$ cat src/exec_pkg.sv
package exec_pkg;

    // ========================================================================
    // Execute stage control encodings
    // ========================================================================

    // ALU operation select, lower values win
    typedef enum logic [3:0] {
        ALU_NONE = 4'd0,
        ALU_ADD  = 4'd1,
        ALU_MUL  = 4'd2,
        ALU_SLL  = 4'd3,
        ALU_SRL  = 4'd4,
        ALU_SRA  = 4'd5,
        ALU_AND  = 4'd6,
        ALU_OR   = 4'd7,
        ALU_XOR  = 4'd8,
        ALU_PASS = 4'd9
    } alu_op_t;

    // Condition tested on the ALU result of a branch
    typedef enum logic [1:0] {
        BR_NONE = 2'd0,
        BR_EQ0  = 2'd1,
        BR_GT0  = 2'd2,
        BR_LT0  = 2'd3
    } branch_cond_t;

    // ========================================================================
    // Fixed-width fields
    // ========================================================================

    // Cycle index within a multi-cycle instruction
    typedef logic [2:0] cycle_t;

    // Destination register index
    typedef logic [3:0] reg_idx_t;

endpackage

$ cat src/exec_input_reg.sv
`timescale 1ns/1ps

module exec_input_reg import exec_pkg::*; #(
    parameter int WORD_WIDTH = 16,
    parameter int PC_WIDTH   = 12
) (
    input  logic                  clock,
    input  logic                  reset,
    input  alu_op_t               alu_op,
    input  logic                  neg_src2,
    input  branch_cond_t          branch_cond,
    input  logic                  jump,
    input  logic                  load_dmem,
    input  logic                  store_dmem,
    input  logic                  write_res,
    input  logic                  incr_pc_is_res,
    input  cycle_t                cycle_in_instr,
    input  logic                  flush,
    input  logic [PC_WIDTH-1:0]   pc,
    input  reg_idx_t              res_reg_idx,
    input  logic [WORD_WIDTH-1:0] src1,
    input  logic [WORD_WIDTH-1:0] src2,
    input  logic [WORD_WIDTH-1:0] src3,
    output alu_op_t               q_alu_op,
    output logic                  q_neg_src2,
    output branch_cond_t          q_branch_cond,
    output logic                  q_jump,
    output logic                  q_load,
    output logic                  q_store,
    output logic                  q_write_res,
    output logic                  q_incr_pc,
    output cycle_t                q_cycle,
    output logic [PC_WIDTH-1:0]   q_pc,
    output reg_idx_t              q_reg_idx,
    output logic [WORD_WIDTH-1:0] q_src1,
    output logic [WORD_WIDTH-1:0] q_src2,
    output logic [WORD_WIDTH-1:0] q_src3
);

    alu_op_t               alu_op_r;
    branch_cond_t          branch_cond_r;
    cycle_t                cycle_r;
    reg_idx_t              reg_idx_r;
    logic [PC_WIDTH-1:0]   pc_r;
    logic                  neg_src2_r;
    logic                  jump_r;
    logic                  load_r;
    logic                  store_r;
    logic                  write_res_r;
    logic                  incr_pc_r;
    logic                  flush_r;

    // ========================================================================
    // Stage input register
    // ========================================================================
    always_ff @(posedge clock or posedge reset) begin
        if (reset) begin
            alu_op_r      <= ALU_NONE;
            branch_cond_r <= BR_NONE;
            cycle_r       <= '0;
            reg_idx_r     <= '0;
            pc_r          <= '0;
            neg_src2_r    <= 1'b0;
            jump_r        <= 1'b0;
            load_r        <= 1'b0;
            store_r       <= 1'b0;
            write_res_r   <= 1'b0;
            incr_pc_r     <= 1'b0;
            flush_r       <= 1'b0;
            q_src1        <= '0;
            q_src2        <= '0;
            q_src3        <= '0;
        end else begin
            alu_op_r      <= alu_op;
            branch_cond_r <= branch_cond;
            cycle_r       <= cycle_in_instr;
            reg_idx_r     <= res_reg_idx;
            pc_r          <= pc;
            neg_src2_r    <= neg_src2;
            jump_r        <= jump;
            load_r        <= load_dmem;
            store_r       <= store_dmem;
            write_res_r   <= write_res;
            incr_pc_r     <= incr_pc_is_res;
            flush_r       <= flush;
            q_src1        <= src1;
            q_src2        <= src2;
            q_src3        <= src3;
        end
    end

    // Flushed slot looks like an idle instruction to the rest of the stage
    always_comb begin
        if (flush_r) begin
            q_alu_op      = ALU_NONE;
            q_branch_cond = BR_NONE;
            q_neg_src2    = 1'b0;
            q_jump        = 1'b0;
            q_load        = 1'b0;
            q_store       = 1'b0;
            q_write_res   = 1'b0;
            q_incr_pc     = 1'b0;
            q_cycle       = '0;
            q_pc          = '0;
            q_reg_idx     = '0;
        end else begin
            q_alu_op      = alu_op_r;
            q_branch_cond = branch_cond_r;
            q_neg_src2    = neg_src2_r;
            q_jump        = jump_r;
            q_load        = load_r;
            q_store       = store_r;
            q_write_res   = write_res_r;
            q_incr_pc     = incr_pc_r;
            q_cycle       = cycle_r;
            q_pc          = pc_r;
            q_reg_idx     = reg_idx_r;
        end
    end

    // Decode must never issue a load and a store in the same slot
    a_no_load_and_store: assert property (
        @(posedge clock) disable iff (reset) !(q_load && q_store)
    ) else $error("load and store issued together");

endmodule

$ cat src/int_alu.sv
`timescale 1ns/1ps

module int_alu import exec_pkg::*; #(
    parameter int WORD_WIDTH = 16
) (
    input  alu_op_t               alu_op,
    input  logic                  neg_src2,
    input  logic [WORD_WIDTH-1:0] src1,
    input  logic [WORD_WIDTH-1:0] src2,
    output logic [WORD_WIDTH-1:0] alu_res
);

    // Second operand after optional two's complement
    logic [WORD_WIDTH-1:0] src2_mod;

    assign src2_mod = neg_src2 ? (~src2 + 1'b1) : src2;

    // ========================================================================
    // Operation select
    // ========================================================================
    always_comb begin
        case (alu_op)
            // Subtract is add with neg_src2 set
            ALU_ADD: begin
                alu_res = src1 + src2_mod;
            end
            // Low half of the product only
            ALU_MUL: begin
                alu_res = src1 * src2_mod;
            end
            // Full src2 is the shift amount, so large amounts flush the word
            ALU_SLL: begin
                alu_res = src1 << src2_mod;
            end
            ALU_SRL: begin
                alu_res = src1 >> src2_mod;
            end
            ALU_SRA: begin
                alu_res = $signed(src1) >>> src2_mod;
            end
            ALU_AND: begin
                alu_res = src1 & src2_mod;
            end
            ALU_OR: begin
                alu_res = src1 | src2_mod;
            end
            ALU_XOR: begin
                alu_res = src1 ^ src2_mod;
            end
            // Immediate or register move
            ALU_PASS: begin
                alu_res = src2_mod;
            end
            default: begin
                alu_res = '0;
            end
        endcase
    end

endmodule

$ cat src/branch_unit.sv
`timescale 1ns/1ps

module branch_unit import exec_pkg::*; #(
    parameter int WORD_WIDTH = 16,
    parameter int PC_WIDTH   = 12
) (
    input  logic                  clock,
    input  logic                  reset,
    input  branch_cond_t          branch_cond,
    input  logic                  jump,
    input  cycle_t                cycle_in_instr,
    input  logic [WORD_WIDTH-1:0] alu_res,
    output logic                  set_pc,
    output logic [PC_WIDTH-1:0]   branch_pc,
    output logic                  flush_if,
    output logic                  flush_dc_ex
);

    // ALU result of the previous cycle
    logic [WORD_WIDTH-1:0] alu_res_q;
    logic                  cond_now;
    logic                  cond_prev;

    // Branch condition on one ALU value
    function automatic logic cond_holds(
        input branch_cond_t          cond,
        input logic [WORD_WIDTH-1:0] value
    );
        logic result;
        case (cond)
            BR_EQ0:  result = (value == '0);
            BR_GT0:  result = !value[WORD_WIDTH-1] && (value != '0);
            BR_LT0:  result = value[WORD_WIDTH-1];
            default: result = 1'b0;
        endcase
        return result;
    endfunction

    always_ff @(posedge clock or posedge reset) begin
        if (reset) begin
            alu_res_q <= '0;
        end else begin
            alu_res_q <= alu_res;
        end
    end

    assign cond_now  = cond_holds(branch_cond, alu_res);
    assign cond_prev = cond_holds(branch_cond, alu_res_q);

    // ========================================================================
    // Jump and branch decision
    // ========================================================================
    always_comb begin
        set_pc      = 1'b0;
        flush_if    = 1'b0;
        flush_dc_ex = 1'b0;
        branch_pc   = '0;
        if (jump) begin
            set_pc      = 1'b1;
            flush_if    = 1'b1;
            flush_dc_ex = 1'b1;
            branch_pc   = alu_res[PC_WIDTH-1:0];
        end else if (cycle_in_instr == cycle_t'(0) && cond_now) begin
            // First cycle only kills the fetch while the target is computed
            flush_if = 1'b1;
        end else if (cycle_in_instr == cycle_t'(1) && cond_prev) begin
            // Second cycle takes the condition from the stored result
            set_pc      = 1'b1;
            flush_if    = 1'b1;
            flush_dc_ex = 1'b1;
            branch_pc   = alu_res[PC_WIDTH-1:0];
        end
    end

    // Stored result is only meaningful right after the first cycle of the same branch
    a_branch_cycle_order: assert property (
        @(posedge clock) disable iff (reset)
        (branch_cond != BR_NONE && cycle_in_instr == cycle_t'(1)) |->
            ($past(branch_cond) == branch_cond && $past(cycle_in_instr) == cycle_t'(0))
    ) else $error("branch cycle 1 without a matching cycle 0");

endmodule

$ cat src/exec_outputs.sv
`timescale 1ns/1ps

module exec_outputs import exec_pkg::*; #(
    parameter int WORD_WIDTH      = 16,
    parameter int PC_WIDTH        = 12,
    parameter int DMEM_ADDR_WIDTH = 12,
    parameter int PC_INCREMENT    = 2
) (
    input  logic                       q_load,
    input  logic                       q_store,
    input  logic                       q_write_res,
    input  logic                       q_incr_pc,
    input  logic [PC_WIDTH-1:0]        q_pc,
    input  reg_idx_t                   q_reg_idx,
    input  logic [WORD_WIDTH-1:0]      q_src3,
    input  logic [WORD_WIDTH-1:0]      alu_res,
    output logic                       out_load_dmem,
    output logic                       out_store_dmem,
    output logic                       out_write_res,
    output logic [PC_WIDTH-1:0]        out_pc,
    output reg_idx_t                   out_res_reg_idx,
    output logic [DMEM_ADDR_WIDTH-1:0] dmem_rd_addr,
    output logic [DMEM_ADDR_WIDTH-1:0] dmem_wr_addr,
    output logic [WORD_WIDTH-1:0]      dmem_wr_word,
    output logic [WORD_WIDTH-1:0]      res
);

    // Return address, wraps within the PC width
    logic [PC_WIDTH-1:0] ret_pc;

    assign ret_pc = q_pc + PC_WIDTH'(PC_INCREMENT);

    // ========================================================================
    // Data memory addressing
    // ========================================================================
    assign dmem_rd_addr = q_load  ? alu_res[DMEM_ADDR_WIDTH-1:0] : '0;
    assign dmem_wr_addr = q_store ? alu_res[DMEM_ADDR_WIDTH-1:0] : '0;
    assign dmem_wr_word = q_store ? q_src3 : '0;

    // Result is the ALU value or the return address of a call
    assign res = q_incr_pc ? WORD_WIDTH'(ret_pc) : alu_res;

    // Controls for the memory stage
    assign out_load_dmem   = q_load;
    assign out_store_dmem  = q_store;
    assign out_write_res   = q_write_res;
    assign out_pc          = q_pc;
    assign out_res_reg_idx = q_reg_idx;

endmodule

$ cat src/exec_stage.sv
`timescale 1ns/1ps

module exec_stage import exec_pkg::*; #(
    parameter int WORD_WIDTH      = 16,
    parameter int PC_WIDTH        = 12,
    parameter int DMEM_ADDR_WIDTH = 12,
    parameter int PC_INCREMENT    = 2
) (
    input  logic                       clock,
    input  logic                       reset,
    input  alu_op_t                    alu_op,
    input  logic                       neg_src2,
    input  branch_cond_t               branch_cond,
    input  logic                       jump,
    input  logic                       load_dmem,
    input  logic                       store_dmem,
    input  logic                       write_res,
    input  logic                       incr_pc_is_res,
    input  cycle_t                     cycle_in_instr,
    input  logic                       flush,
    input  logic [PC_WIDTH-1:0]        pc,
    input  reg_idx_t                   res_reg_idx,
    input  logic [WORD_WIDTH-1:0]      src1,
    input  logic [WORD_WIDTH-1:0]      src2,
    input  logic [WORD_WIDTH-1:0]      src3,
    output logic                       out_load_dmem,
    output logic                       out_store_dmem,
    output logic                       out_write_res,
    output logic [PC_WIDTH-1:0]        out_pc,
    output reg_idx_t                   out_res_reg_idx,
    output logic [WORD_WIDTH-1:0]      res,
    output logic [DMEM_ADDR_WIDTH-1:0] dmem_rd_addr,
    output logic [DMEM_ADDR_WIDTH-1:0] dmem_wr_addr,
    output logic [WORD_WIDTH-1:0]      dmem_wr_word,
    output logic                       set_pc,
    output logic [PC_WIDTH-1:0]        branch_pc,
    output logic                       flush_if,
    output logic                       flush_dc_ex
);

    // Registered and flush-masked stage inputs
    alu_op_t               q_alu_op;
    branch_cond_t          q_branch_cond;
    cycle_t                q_cycle;
    reg_idx_t              q_reg_idx;
    logic [PC_WIDTH-1:0]   q_pc;
    logic                  q_neg_src2;
    logic                  q_jump;
    logic                  q_load;
    logic                  q_store;
    logic                  q_write_res;
    logic                  q_incr_pc;
    logic [WORD_WIDTH-1:0] q_src1;
    logic [WORD_WIDTH-1:0] q_src2;
    logic [WORD_WIDTH-1:0] q_src3;
    logic [WORD_WIDTH-1:0] alu_res;

    // ========================================================================
    // Input register
    // ========================================================================
    exec_input_reg #(
        .WORD_WIDTH (WORD_WIDTH),
        .PC_WIDTH   (PC_WIDTH)
    ) i_exec_input_reg (
        .clock          (clock),
        .reset          (reset),
        .alu_op         (alu_op),
        .neg_src2       (neg_src2),
        .branch_cond    (branch_cond),
        .jump           (jump),
        .load_dmem      (load_dmem),
        .store_dmem     (store_dmem),
        .write_res      (write_res),
        .incr_pc_is_res (incr_pc_is_res),
        .cycle_in_instr (cycle_in_instr),
        .flush          (flush),
        .pc             (pc),
        .res_reg_idx    (res_reg_idx),
        .src1           (src1),
        .src2           (src2),
        .src3           (src3),
        .q_alu_op       (q_alu_op),
        .q_neg_src2     (q_neg_src2),
        .q_branch_cond  (q_branch_cond),
        .q_jump         (q_jump),
        .q_load         (q_load),
        .q_store        (q_store),
        .q_write_res    (q_write_res),
        .q_incr_pc      (q_incr_pc),
        .q_cycle        (q_cycle),
        .q_pc           (q_pc),
        .q_reg_idx      (q_reg_idx),
        .q_src1         (q_src1),
        .q_src2         (q_src2),
        .q_src3         (q_src3)
    );

    // ========================================================================
    // ALU, branch and output logic
    // ========================================================================
    int_alu #(
        .WORD_WIDTH (WORD_WIDTH)
    ) i_int_alu (
        .alu_op   (q_alu_op),
        .neg_src2 (q_neg_src2),
        .src1     (q_src1),
        .src2     (q_src2),
        .alu_res  (alu_res)
    );

    branch_unit #(
        .WORD_WIDTH (WORD_WIDTH),
        .PC_WIDTH   (PC_WIDTH)
    ) i_branch_unit (
        .clock          (clock),
        .reset          (reset),
        .branch_cond    (q_branch_cond),
        .jump           (q_jump),
        .cycle_in_instr (q_cycle),
        .alu_res        (alu_res),
        .set_pc         (set_pc),
        .branch_pc      (branch_pc),
        .flush_if       (flush_if),
        .flush_dc_ex    (flush_dc_ex)
    );

    exec_outputs #(
        .WORD_WIDTH      (WORD_WIDTH),
        .PC_WIDTH        (PC_WIDTH),
        .DMEM_ADDR_WIDTH (DMEM_ADDR_WIDTH),
        .PC_INCREMENT    (PC_INCREMENT)
    ) i_exec_outputs (
        .q_load          (q_load),
        .q_store         (q_store),
        .q_write_res     (q_write_res),
        .q_incr_pc       (q_incr_pc),
        .q_pc            (q_pc),
        .q_reg_idx       (q_reg_idx),
        .q_src3          (q_src3),
        .alu_res         (alu_res),
        .out_load_dmem   (out_load_dmem),
        .out_store_dmem  (out_store_dmem),
        .out_write_res   (out_write_res),
        .out_pc          (out_pc),
        .out_res_reg_idx (out_res_reg_idx),
        .dmem_rd_addr    (dmem_rd_addr),
        .dmem_wr_addr    (dmem_wr_addr),
        .dmem_wr_word    (dmem_wr_word),
        .res             (res)
    );

endmodule

$ cat config.mk
export PLATFORM = sky130hd
export DESIGN_NAME = exec_stage
export DESIGN_NICKNAME = d
export VERILOG_FILES = /design/src/exec_pkg.sv /design/src/exec_input_reg.sv /design/src/int_alu.sv /design/src/branch_unit.sv /design/src/exec_outputs.sv /design/src/exec_stage.sv
export SDC_FILE = /design/constraint.sdc
export NUM_CORES = 1
export LEC_CHECK = 0
export ABC_AREA = 1
export CORE_AREA = 4 4 189 265
export CTS_CLUSTER_SIZE = 30
export DETAILED_ROUTE_END_ITERATION = 8
export DIE_AREA = 0 0 193 269
export DONT_BUFFER_PORTS = 1
export GPL_TIMING_DRIVEN = 0
export HOLD_SLACK_MARGIN = 0.03
export PLACE_DENSITY_LB_ADDON = 0.12
export SLEW_MARGIN = 10
export SYNTH_ARGS = -nofsm -noshare
export SYNTH_HDL_FRONTEND = slang
export SYNTH_SLANG_ARGS = --single-unit
$ cat constraint.sdc
create_clock -name clock -period 6.9 [get_ports clock]
set_input_delay 0.345 -clock clock [delete_from_list [all_inputs] [get_ports clock]]
set_output_delay 0.345 -clock clock [all_outputs]
set_load 0.05 [all_outputs]
Word level (Yosys, flattened, before mapping)
Index checks and enable logic that the tools add are counted.
{ "classes": {"muxes": 27, "multipliers": 1, "n_addsub": 3, "n_reduce_logical": 11, "bitwise_logic": 4, "shift": 3, "eq_ne": 13} }
{ "ops": {"columns": ["cell", "count"], "rows": [
  ["16-bit case mux with 9 select lines", 1],
  ["12-bit 2-to-1 mux", 6],
  ["16-bit 2-to-1 mux", 3],
  ["16-bit zero test", 2],
  ["16-bit nonzero test", 2],
  ["16-bit by 1-bit adder with 16-bit output (second input constant)", 1],
  ["16-bit adder", 1],
  ["16-bit bitwise AND", 1],
  ["4-bit by 3-bit == test with 1-bit output (second input constant)", 4],
  ["16-bit by 16-bit multiplier with 16-bit output", 1],
  ["16-bit NOT", 1],
  ["16-bit bitwise OR", 1],
  ["16-bit by 16-bit << shifter with 16-bit output", 1],
  ["16-bit by 16-bit right shift with 16-bit output", 1],
  ["16-bit by 16-bit >>> shifter with 16-bit output", 1],
  ["16-bit XOR", 1],
  ["12-bit by 2-bit adder with 12-bit output (second input constant)", 1],
  ["1-bit 2-to-1 mux", 11],
  ["4-bit by 2-bit == test with 1-bit output (second input constant)", 2],
  ["4-bit == test (second input constant)", 2],
  ["4-bit 2-to-1 mux", 2],
  ["1-bit case mux with 3 select lines", 2],
  ["2-bit == test (second input constant)", 2],
  ["4-bit by 1-bit == test with 1-bit output (second input constant)", 1],
  ["other kinds (7)", 11]
]} }
{ "word_totals": {"output_inout_bits": 90, "regBits": 96, "wordCells": 78, "inputBits": 82} }

Logic depth before layout (Yosys ltp)
Gate-level depths: netlist (run 1).
{ "logic_depth": {"word_depth": 11, "depth_mapped": 46, "ltp_nobuf": 42} }

Hierarchy
A second synthesis (run 1) with hierarchy kept.
{ "unflattened": {"cells_unflattened": 1792, "area_unflattened_um2": 12039.0} }
{ "by_module_without_submodules": {"columns": ["mod", "n_inst", "area_each_um2", "cells_each", "seq_area_each_um2"], "rows": [
  ["int_alu", 1, 8119.0, 1368, 0.0],
  ["exec_input_reg", 1, 2272.2, 146, 2001.9],
  ["exec_outputs", 1, 858.3, 187, 0.0],
  ["branch_unit", 1, 789.5, 91, 400.4]
]} }

Worst setup path before layout (run 1)
No wires, ideal clock.
{ "synth_path": {"path_kind": "register to output", "startpoint": "register i_exec_input_reg.q_src2[0]", "endpoint": "output port flush_if", "required_ps": 6555, "arrival_ps": 7099, "n_path_buf": 4, "setup_slack_ps": -544, "path_stages_with_launch": 38, "path_cell_list": "dfrtp_1 buf_2 inv_2 buf_2 ha_1 o21ai_2 inv_2 clkbuf_1 buf_1 nand2_1 fa_1 fa_1 fa_1 fa_1 inv_1 fa_1 inv_1 fa_1 [2 not listed] nand2_1 nor3_1 nand3_1 o2111ai_1 nand2_1 inv_1 o21ai_0 nand2_1 a21oi_1 o21ai_0 nand4_1 nor2_1 nand2_1 nor2_2 nand2_1 nand2_1 nand3_1 nand2_1"} }
{ "synth_between": {"elab_chain_cells": 11, "word_cells_on_any_way": 20, "cone_classes": "add/sub (2); mul (1); shift (3); mux (5); bitwise (4); reduce/logical (5)"} }
{ "synth_rtl": {"columns": ["element", "line", "rtl"], "rows": [
  ["start, declared", "exec_input_reg.sv:36", "output logic [WORD_WIDTH-1:0] q_src2,"],
  ["start signal, assigned", "exec_input_reg.sv:87", "q_src2 <= src2;"],
  ["16-bit NOT", "int_alu.sv:16", "assign src2_mod = neg_src2 ? (~src2 + 1'b1) : src2;"],
  ["16-bit by 1-bit adder with 16-bit output", "int_alu.sv:16", null],
  ["16-bit 2-to-1 mux (*)", "int_alu.sv:16", null],
  ["16-bit by 16-bit multiplier with 16-bit output, or another cell as far along", "int_alu.sv:29", "alu_res = src1 * src2_mod;"],
  ["16-bit case mux with 9 select lines (*)", "int_alu.sv:22", "case (alu_op)"],
  ["via alu_res[14]", "exec_stage.sv:56", "logic [WORD_WIDTH-1:0] alu_res;"],
  ["16-bit nonzero test", "branch_unit.sv:32", "BR_GT0: result = !value[WORD_WIDTH-1] && (value != '0);"],
  ["1-bit logical AND", "branch_unit.sv:32", null],
  ["1-bit case mux with 3 select lines (*)", "branch_unit.sv:30", "case (cond)"],
  ["1-bit logical AND (*)", "branch_unit.sv:63", "end else if (cycle_in_instr == cycle_t'(0) && cond_now) begin"],
  ["1-bit 2-to-1 mux (*)", "branch_unit.sv:63", null],
  ["1-bit 2-to-1 mux (*)", "branch_unit.sv:58", "if (jump) begin"],
  ["end, declared", "exec_stage.sv:37", "output logic flush_if,"]
]} }
The timed path passes the listed nets; every way through them passes the cells marked *.

Final worst setup path (run 1)
Ends and elaborated chain as after synthesis.

==> results of run 1 <==
[routing by layer]
layer,wire (um),vias to the layer above,part of all wire,track usage
met4,2547,0,0.048,0.07524
met1,19800,5861,0.38,0.2204
met2,28220,396,0.54,0.3958
li1,-,5722,-,-
met3,2119,108,0.040,0.02681
met5,0,-,0,0
[worst min-delay path by stage]
stage / cells after the start / end / start / slack, ns
after floorplan: 0 / i_exec_input_reg.alu_op_r[0] / alu_op[0] / 0.38
final: 2 / i_exec_input_reg.q_src2[14] / reset / 0.41
after global routing: 2 / i_exec_input_reg.q_src3[5] / reset / 0.42
after global placement: 0 / i_exec_input_reg.reg_idx_r[1] / res_reg_idx[1] / 0.38
after detailed placement: 1 / i_exec_input_reg.q_src3[5] / reset / 0.18
after CTS: 2 / i_exec_input_reg.q_src2[9] / reset / 0.40
[cells in the final DEF (no fill, tap or decap), types with 5 or more instances in the layout]
| cell type | Yosys | final |
|---|---|---|
| nor4_1 | 8 | 8 |
| nand3_2 | 17 | 24 |
| clkbuf_16 | 0 | 9 |
| nor2_2 | 6 | 13 |
| nand2_1 | 449 | 422 |
| nand2_4 | 9 | 23 |
| o21ai_2 | 3 | 6 |
| o211ai_1 | 7 | 7 |
| fa_1 | 80 | 77 |
| nand3b_1 | 6 | 6 |
| ha_4 | 0 | 11 |
| o21ai_1 | 8 | 14 |
| ha_1 | 85 | 69 |
| buf_4 | 1 | 59 |
| inv_2 | 8 | 19 |
| a221oi_1 | 6 | 6 |
| xnor2_1 | 8 | 7 |
| dfrtp_1 | 96 | 95 |
| nand4_1 | 14 | 14 |
| nand3_1 | 138 | 126 |
| nor2_1 | 206 | 186 |
| clkinvlp_4 | 0 | 8 |
| o31ai_4 | 0 | 5 |
| ha_2 | 0 | 5 |
| nor2_4 | 2 | 15 |
| nand2_2 | 31 | 42 |
| buf_2 | 16 | 14 |
| inv_1 | 293 | 268 |
| nor3_1 | 10 | 8 |
| a21oi_1 | 67 | 55 |
| o21ai_0 | 45 | 33 |
| xor2_1 | 7 | 7 |
| buf_6 | 5 | 17 |
| o22ai_1 | 7 | 7 |
| a21oi_2 | 1 | 9 |
| nand3_4 | 1 | 6 |
| clkbuf_1 | 20 | 12 |
| inv_8 | 1 | 7 |
| dlygate4sd3_1 | 0 | 81 |
[logic make-up (layout without fill, tap and decap cells)]
| family | Yosys count | count (layout) | share of synthesized area |
|---|---|---|---|
| DFF | 96 | 96 | 0.2037 |
| and+or+nand+nor | 911 | 911 | 0.3434 |
| xor gates and xnor gates | 16 | 16 | 0.01347 |
| AOI/OAI and AO/OA | 178 | 178 | 0.09027 |
| buffers and inverters | 362 | 524 | 0.1233 |
| adders and majority gates | 165 | 165 | 0.2259 |
[power breakdown]
group	switching [mW]	leakage, nW	internal, mW
sequential	0.0357	1.15	0.607
combinational	2.58	6.27	1.76
clock	0.268	0.140	0.256
total	2.88	7.56	2.62
[metrics by stage]
stage	hold slack, ns	instance area (um2)	std cells
after floorplan	0.3764	11810	1728
after global placement	0.3765	12600	2358
after detailed placement	0.1762	12670	2360
after CTS	0.3953	14820	2493
after global routing	0.4191	15250	2520
final	0.4056	15250	2520
[cell type report]
cell class | count | area share
multi-input cells | 1270 | 0.5750
flip-flops and latches | 96 | 0.1576
repair buffers | 154 | 0.09371
inverters | 310 | 0.08346
well taps | 630 | 0.05170
plain buffers | 43 | 0.01855
clock buffers | 9 | 0.01477
clock inverters | 7 | 0.004842
repair inverters | 1 | 0.0003282
[flip-flops by register name (all words and copies together), names as in the netlist, 2 cells and up]
| name | cells |
|---|---|
| i_branch_unit.alu_res_q | 16 |
| i_exec_input_reg.q_src1 | 16 |
| i_exec_input_reg.q_src2 | 16 |
| i_exec_input_reg.q_src3 | 16 |
| i_exec_input_reg.pc_r | 12 |
| i_exec_input_reg.alu_op_r | 4 |
| i_exec_input_reg.reg_idx_r | 4 |
| i_exec_input_reg.cycle_r | 3 |
| i_exec_input_reg.branch_cond_r | 2 |
[critical path, delay by kind of cell (launching register included)]
family	cells	cell delay, ns
adders and majority gates	8	3.21
and+or+nand+nor	19	1.75
buffers and inverters	9	0.83
DFF	1	0.53
AOI/OAI and AO/OA	2	0.38
xor gates and xnor gates	1	0.12
[timing repair]
item,4_1_cts,5_1_grt
hold buffers,81,0
resized for setup,201,79
setup buffers,38,34
pin swaps,60,61
endpoints found under the setup margin,51,30
endpoints found under the hold margin,102,0
gates cloned,0,1
==> results.cfg, run 1 <==
[placement]
gp_congestion = 0.9297
io_buffers = 0
post-place-ws_ns = -2.261
dp_hpwl_mm = 42.71

[cells_and_area]
final_util = 0.3199
nets = 2132
final.fill_count = 5145
drive_above_1_share = 0.1841
seq_area_um2 = 2404
multi_input_area_um2 = 8767
num_antenna_cells = 0
syn2layout_area_growth_pct = 29.27

[worst_setup_path]
cp_data_arrival_time_ns = 7.23
r2r_cells = 30
startpoint_type = register
crit_start = i_exec_input_reg.q_src2[0]
critical_path_class = register to primary output
r2r_start = i_exec_input_reg.q_src2[0]
cp_common_cell = nand2_1
cp_data_required_time_ns = 6.55
r2r-end = i_branch_unit.alu_res_q[14]
reg2reg_slack_ns = 0.45
crit_fanout = 4
crit_path_max_incr_delay_ns = 0.56
slowest_stage = fa_2
crit_end = flush_if
crit_path_end_kind = primary output

[grt]
globalRouteOverflowTotal = 0
grt_pass1_wl_mm = 78.85
grt_pass1_vias = 12640
grt_max_degree = 75
grt_antenna_before_repair = 0
grt_use_total = 0.2031

[outcome]
violations = negative setup slack
outcome = finished, violations left

[drt]
drc_errors = 0
antenna_left = 0
wire_per_inst_um = 20.91
drtIter0Drc = 631
first_pass_iters = 5
vias_per_cell = 4.796
drt-total-wl_mm = 52.69
vias = 12087

[clocking]
cts_root_buf = clkbuf_16
cts_buffer_depth = 2
tritoncts = built
clk_pin_slew_ns = 0.09
numCtsBuffers = 9
clock_latency_ns = 0.38
numClockSinks = 96
cts_max_level = 3

[sta]
max_freq_ghz = 0.1320
finClkSkew_ns = 0.01839
post-route-min-period_ns = 7.577
max-slew-margin-rel = 0.1879
finalSetupTns_ns = -5.362
slew_violations = 0
fin_crit_sh = 1.098
tightest_slew_ns = 1.214
finalSetupViolCount = 18
rsz0062_at_grt = true
setup_ws_ns = -0.6773
finalHoldViolCount = 0

[yosys]
synth_common_cells = nand2_1, inv_1, nor2_1
seq_area_frac_synth = 0.2037
synth_area_leaders = dfrtp_1, nand2_1, fa_1, inv_1, ha_1
ys_types = 63
synth_area_leader_cell = dfrtp_1
synth_area_um2 = 11800
synth_top_area_share = 0.2037
ys_ff_latch = 96
syn_inst = 1728
synth-main-ff-cell = dfrtp_1
synthMostInstantiatedCell = nand2_1
synth.avg_cell_area_um2 = 6.826
synth_edf_count = 0
synth.yosys.warnings = 0
synth_async_sr_flop_share = 1.000
syn_nets = 1975

[die]
io_pins = 172
die_w_um = 193
design.core.area_um2 = 47660
die_area_um2 = 51920
start_util = 0.2475
die_y_um = 269
rows = 95

[min_path]
hold_class = primary input to asynchronous set/reset pin

[power_and_ir_drop]
power_density_nw_per_um2 = 361.1
fin_total_pwr_mw = 5.506
leakagePower_nw = 7.556
ir_drop_mv = 0.5228

[job]
max_cap_violations = 0
(Power assumes the default switching activity.)
==> inputs of run 2 (changes only) <==
Settings changed: CORE_AREA 4 4 189 265 to 4 4 129 181, DIE_AREA 0 0 193 269 to 0 0 133 185.
==> run 2 against run 1 <==
Net effect: the run still ends with negative setup slack left; non-clock buffer count down 5; largest power group unchanged; total power up 3.3%; fmax down 1.6%; sequential power about the same; global-route usage up 20 points; critical path depth down 9; via count up 6.2%; combinational power up 4.8%; die area down 53%.
==> results.cfg, run 2 (synthesized netlist as in run 1, its figures left out) <==
[outcome]
outcome = finished, violations left
violations = negative setup slack

[die]
die_y_um = 185
io_pins = 172
rows = 64
start_util = 0.5435
design.core.area_um2 = 21700
die_w_um = 133
die_area_um2 = 24610

[clocking]
cts_max_level = 3
tritoncts = built
numCtsBuffers = 9
clock_latency_ns = 0.36
clk_pin_slew_ns = 0.07
numClockSinks = 96
cts_root_buf = clkbuf_16
cts_buffer_depth = 2

[cells_and_area]
drive_above_1_share = 0.1852
multi_input_area_um2 = 8775
syn2layout_area_growth_pct = 25.37
nets = 2126
final_util = 0.6814
seq_area_um2 = 2404
num_antenna_cells = 0
final_cell_mix = nand2_1, inv_1, nor2_1, nand3_1, dfrtp_1
final_common_cell = nand2_1
final.fill_count = 1761

[grt]
grt_pass1_vias = 13109
globalRouteOverflowTotal = 0
grt_pass1_wl_mm = 74.44
grt_antenna_before_repair = 0
grt_max_degree = 72
grt_use_total = 0.4011

[placement]
io_buffers = 0
gp_congestion = 1.069
dp_hpwl_mm = 37.35

[worst_setup_path]
cp_data_arrival_time_ns = 7.35
r2r_start = i_exec_input_reg.q_src1[1]
crit_end = flush_if
crit_fanout = 9
r2r-end = i_branch_unit.alu_res_q[15]
crit_path_max_incr_delay_ns = 0.68
slowest_stage = clkbuf_1
crit_start = i_exec_input_reg.q_src1[1]
critical_path_class = register to primary output
crit_path_end_kind = primary output
startpoint_type = register
cp_common_cell = fa_1
r2r_cells = 27
cp_data_required_time_ns = 6.55
reg2reg_slack_ns = 0.23

[drt]
antenna_left = 0
first_pass_iters = 6
wire_per_inst_um = 23.24
vias_per_cell = 5.888
drt-total-wl_mm = 50.69
drc_errors = 0
drtIter0Drc = 1153
vias = 12842

[sta]
post-route-min-period_ns = 7.698
max_freq_ghz = 0.1299
finalHoldViolCount = 0
slew_violations = 0
setup_ws_ns = -0.7981
finClkSkew_ns = 0.007976
rsz0062_at_grt = true
finalSetupViolCount = 21
hold_ws_ns = 0.4708
max-slew-margin-rel = 0.2709
fin_crit_sh = 1.116
tightest_slew_ns = 1.090

[power_and_ir_drop]
ir_drop_mv = 0.6637
power_density_nw_per_um2 = 384.7
leakagePower_nw = 7.509
fin_total_pwr_mw = 5.690

[job]
max_cap_violations = 0

[min_path]
hold_class = primary input to asynchronous set/reset pin
## run 2: changes by cell type in the layout (fill, tap and decap cells not counted), moves of 5 or more
cell and delta:
inv_2 +5, nand2_2 +7, inv_1 -5, a21oi_1 +5, nand2_1 -6
## run 2: stage by stage
stage | std cells | setup TNS (ns) | area (um2) | setup slack [ns]
6_report | 2181 | -5.288 | 14790 | -0.7981
5_1_grt | 2181 | -9.130 | 14790 | -0.9267
4_1_cts | 2162 | -3.916 | 14320 | -0.7033
3_5_place_dp | 2026 | -33.37 | 12240 | -1.824
3_3_place_gp | 2025 | -31.23 | 12190 | -1.725
2_1_floorplan | 1728 | -0.2468 | 11810 | -0.2468
## run 2: worst min-delay path by stage
stage | from | end
global route | reset | i_exec_input_reg.q_src2[7]
floorplan | alu_op[0] | i_exec_input_reg.alu_op_r[0]
detailed placement | reset | i_exec_input_reg.q_src2[9]
global placement | jump | i_exec_input_reg.jump_r
CTS | reset | i_exec_input_reg.q_src2[11]
finish | reset | i_exec_input_reg.q_src2[11]
## run 2: per-layer routing
layer  global-route usage  routed length, um  part of all wire
met1               0.4091              16930              0.33
met2               0.7097              24870              0.49
met3              0.06440               3584             0.071
met4               0.3507               5298              0.10
met5                    0                  0                 0
## run 2: critical path, delay by kind of cell, from the launching register on
family                   cells  cell delay, ns
AO/OA/AOI/OAI                6            1.08
adder cells (fa/ha/maj)      7            2.89
buffers and inverters        7            1.45
flip-flops                   1            0.39
AND/OR/NAND/NOR             10            1.15
## run 2: what timing repair did
item,CTS,global route
hold endpoints to repair,105,0
gates resized for setup,171,98
pin swaps,52,62
buffers inserted,67,26
hold buffers,81,0
endpoints found under the setup margin,47,31
## run 2: final cells by class
cell class                      count  area share
Multi-Input combinational cell   1270      0.5934
Sequential cell                    96      0.1625
Timing Repair Buffer              148     0.09417
Inverter                          310     0.08469
Tap cell                          297     0.02513
Buffer                             44     0.02048
Clock buffer                       10     0.01616
Clock inverter                      6    0.003469
## run 2: where the power goes
group          internal, mW  total [mW]  switching (mW)
clock network         0.260       0.497           0.236
logic                  1.73        4.55            2.83
registers             0.607       0.641          0.0342
total                  2.59        5.69            3.10
==> inputs of run 3 (changes only) <==
Settings changed: CORE_AREA 4 4 129 181 to 4 4 109 215, DIE_AREA 0 0 133 185 to 0 0 113 219.
==> run 3 against run 2 <==
Net effect: the run still ends with negative setup slack left; via count is 0.27% higher; sequential share of layout area is 0.093 points lower; combinational power hardly changed; die area rose by 0.58%; clock-buffer cell count shrank 1; critical path type unchanged; clock power is 12% higher; highest routed layer unchanged.
==> results.cfg, run 3 (synthesized netlist as in run 1, its figures left out) <==
[die]
die_area_um2 = 24750
start_util = 0.5393
die_w_um = 113
die_y_um = 219
design.core.area_um2 = 21870
io_pins = 172
rows = 77

[sta]
post-route-min-period_ns = 7.785
tightest_slew_ns = 1.157
finalSetupViolCount = 18
rsz0062_at_grt = true
slew_violations = 0
max-slew-margin-rel = 0.2255
hold_ws_ns = 0.4920
max_freq_ghz = 0.1284
finalSetupTns_ns = -6.298
setup_ws_ns = -0.8855
finalHoldViolCount = 0
finClkSkew_ns = 0.01116
fin_crit_sh = 1.128

[drt]
wire_per_inst_um = 23.08
drtIter0Drc = 1279
vias = 12877
first_pass_iters = 7
vias_per_cell = 5.975
drt-total-wl_mm = 49.73
drc_errors = 0
antenna_left = 0

[clocking]
clk_pin_slew_ns = 0.09
tritoncts = built
cts_root_buf = clkbuf_16
numClockSinks = 96
numCtsBuffers = 9
cts_buffer_depth = 2
clock_latency_ns = 0.37
cts_max_level = 3

[power_and_ir_drop]
comb_power_share = 0.790
power_density_nw_per_um2 = 384.7
p_seq_frac = 0.112
power_frac_clock = 0.098
p_sw_mw = 3.040
p_int_mw = 2.681
sw_frac_of_total = 0.5314
leakagePower_nw = 7.507
ir_drop_mv = 1.097
fin_total_pwr_mw = 5.722

[cells_and_area]
nets = 2121
final_cell_mix = nand2_1, inv_1, nor2_1, nand3_1, dfrtp_1
num_antenna_cells = 0
syn2layout_area_growth_pct = 26.10
multi_input_area_um2 = 8843
final_util = 0.6801
drive_above_1_share = 0.1884
final_common_cell = nand2_1
seq_area_um2 = 2404
final.fill_count = 1762

[worst_setup_path]
r2r_start = i_exec_input_reg.q_src2[3]
crit_path_end_kind = primary output
crit_path_max_incr_delay_ns = 0.53
critical_path_class = register to primary output
worst-path-buf-inv = 7
crit_fanout = 7
slowest_stage = fa_1
cp_common_cell = nand2_1
cp_data_required_time_ns = 6.55
crit_start = i_exec_input_reg.q_src2[3]
cp_top_family = adder cells
reg2reg_slack_ns = 0.18
crit_end = flush_if
path_depth = 38
r2r-end = i_branch_unit.alu_res_q[12]
startpoint_type = register
cp_data_arrival_time_ns = 7.44
r2r_cells = 33

[grt]
grt_antenna_before_repair = 0
grt_pass1_wl_mm = 73.42
grt_use_total = 0.3890
grt_max_degree = 57
globalRouteOverflowTotal = 0
grt_pass1_vias = 13112

[min_path]
hold_class = primary input to asynchronous set/reset pin

[job]
max_cap_violations = 0

[outcome]
violations = negative setup slack
outcome = finished, violations left

[placement]
gp_congestion = 1.034
io_buffers = 0
dp_hpwl_mm = 35.11
post-place-ws_ns = -2.102
## run 3: per-layer routing
layer,routed length [um],share of wire,up-vias,global-route usage
met3,4237,0.085,256,0.06429
li1,-,-,5715,-
met1,17210,0.35,6039,0.4575
met2,23980,0.48,867,0.6386
met4,4301,0.086,0,0.2748
met5,0,0,-,0
## run 3: power by group through the flow
| stage | Sequential (mW) | Combinational, mW | Clock (mW) |
|---|---|---|---|
| 2_1_floorplan | 0.636 | 2.09 | 0 |
| 3_3_place_gp | 0.647 | 2.72 | 0 |
| 3_5_place_dp | 0.649 | 2.83 | 0 |
| 4_1_cts | 0.639 | 3.73 | 0.556 |
| 5_1_grt | 0.646 | 4.94 | 0.578 |
| 6_report | 0.643 | 4.52 | 0.559 |
## run 3: worst min path at each step
| stage | from | endpoint | slack, ns |
|---|---|---|---|
| 2_1_floorplan | alu_op[0] | i_exec_input_reg.alu_op_r[0] | 0.38 |
| 3_3_place_gp | src1[5] | i_exec_input_reg.q_src1[5] | 0.38 |
| 3_5_place_dp | reset | i_exec_input_reg.reg_idx_r[1] | 0.27 |
| 4_1_cts | reset | i_exec_input_reg.reg_idx_r[1] | 0.49 |
| 5_1_grt | reset | i_exec_input_reg.q_src3[8] | 0.53 |
| 6_report | reset | i_exec_input_reg.q_src3[8] | 0.49 |
## run 3: layout make-up
type,count,share of cell area
clock inverters,7,0.006730
multi-input cells,1270,0.5946
clock buffers,9,0.01514
repair buffers,141,0.09027
inverters,310,0.08539
plain buffers,46,0.02305
well taps,276,0.02322
flip-flops and latches,96,0.1616
## run 3: metrics by stage
stage,cells,area (um2)
global route,2155,14870
floorplan,1728,11810
finish,2155,14870
global placement,2004,12160
detailed placement,2005,12210
CTS,2131,14290
## run 3: what timing repair did
item / 4_1_cts / 5_1_grt
hold endpoints to repair: 120 / 0
gates cloned: 1 / 0
setup buffers: 32 / 27
hold buffers: 81 / 0
resized for setup: 169 / 113
pin swaps: 52 / 66
setup endpoints to repair: 47 / 29
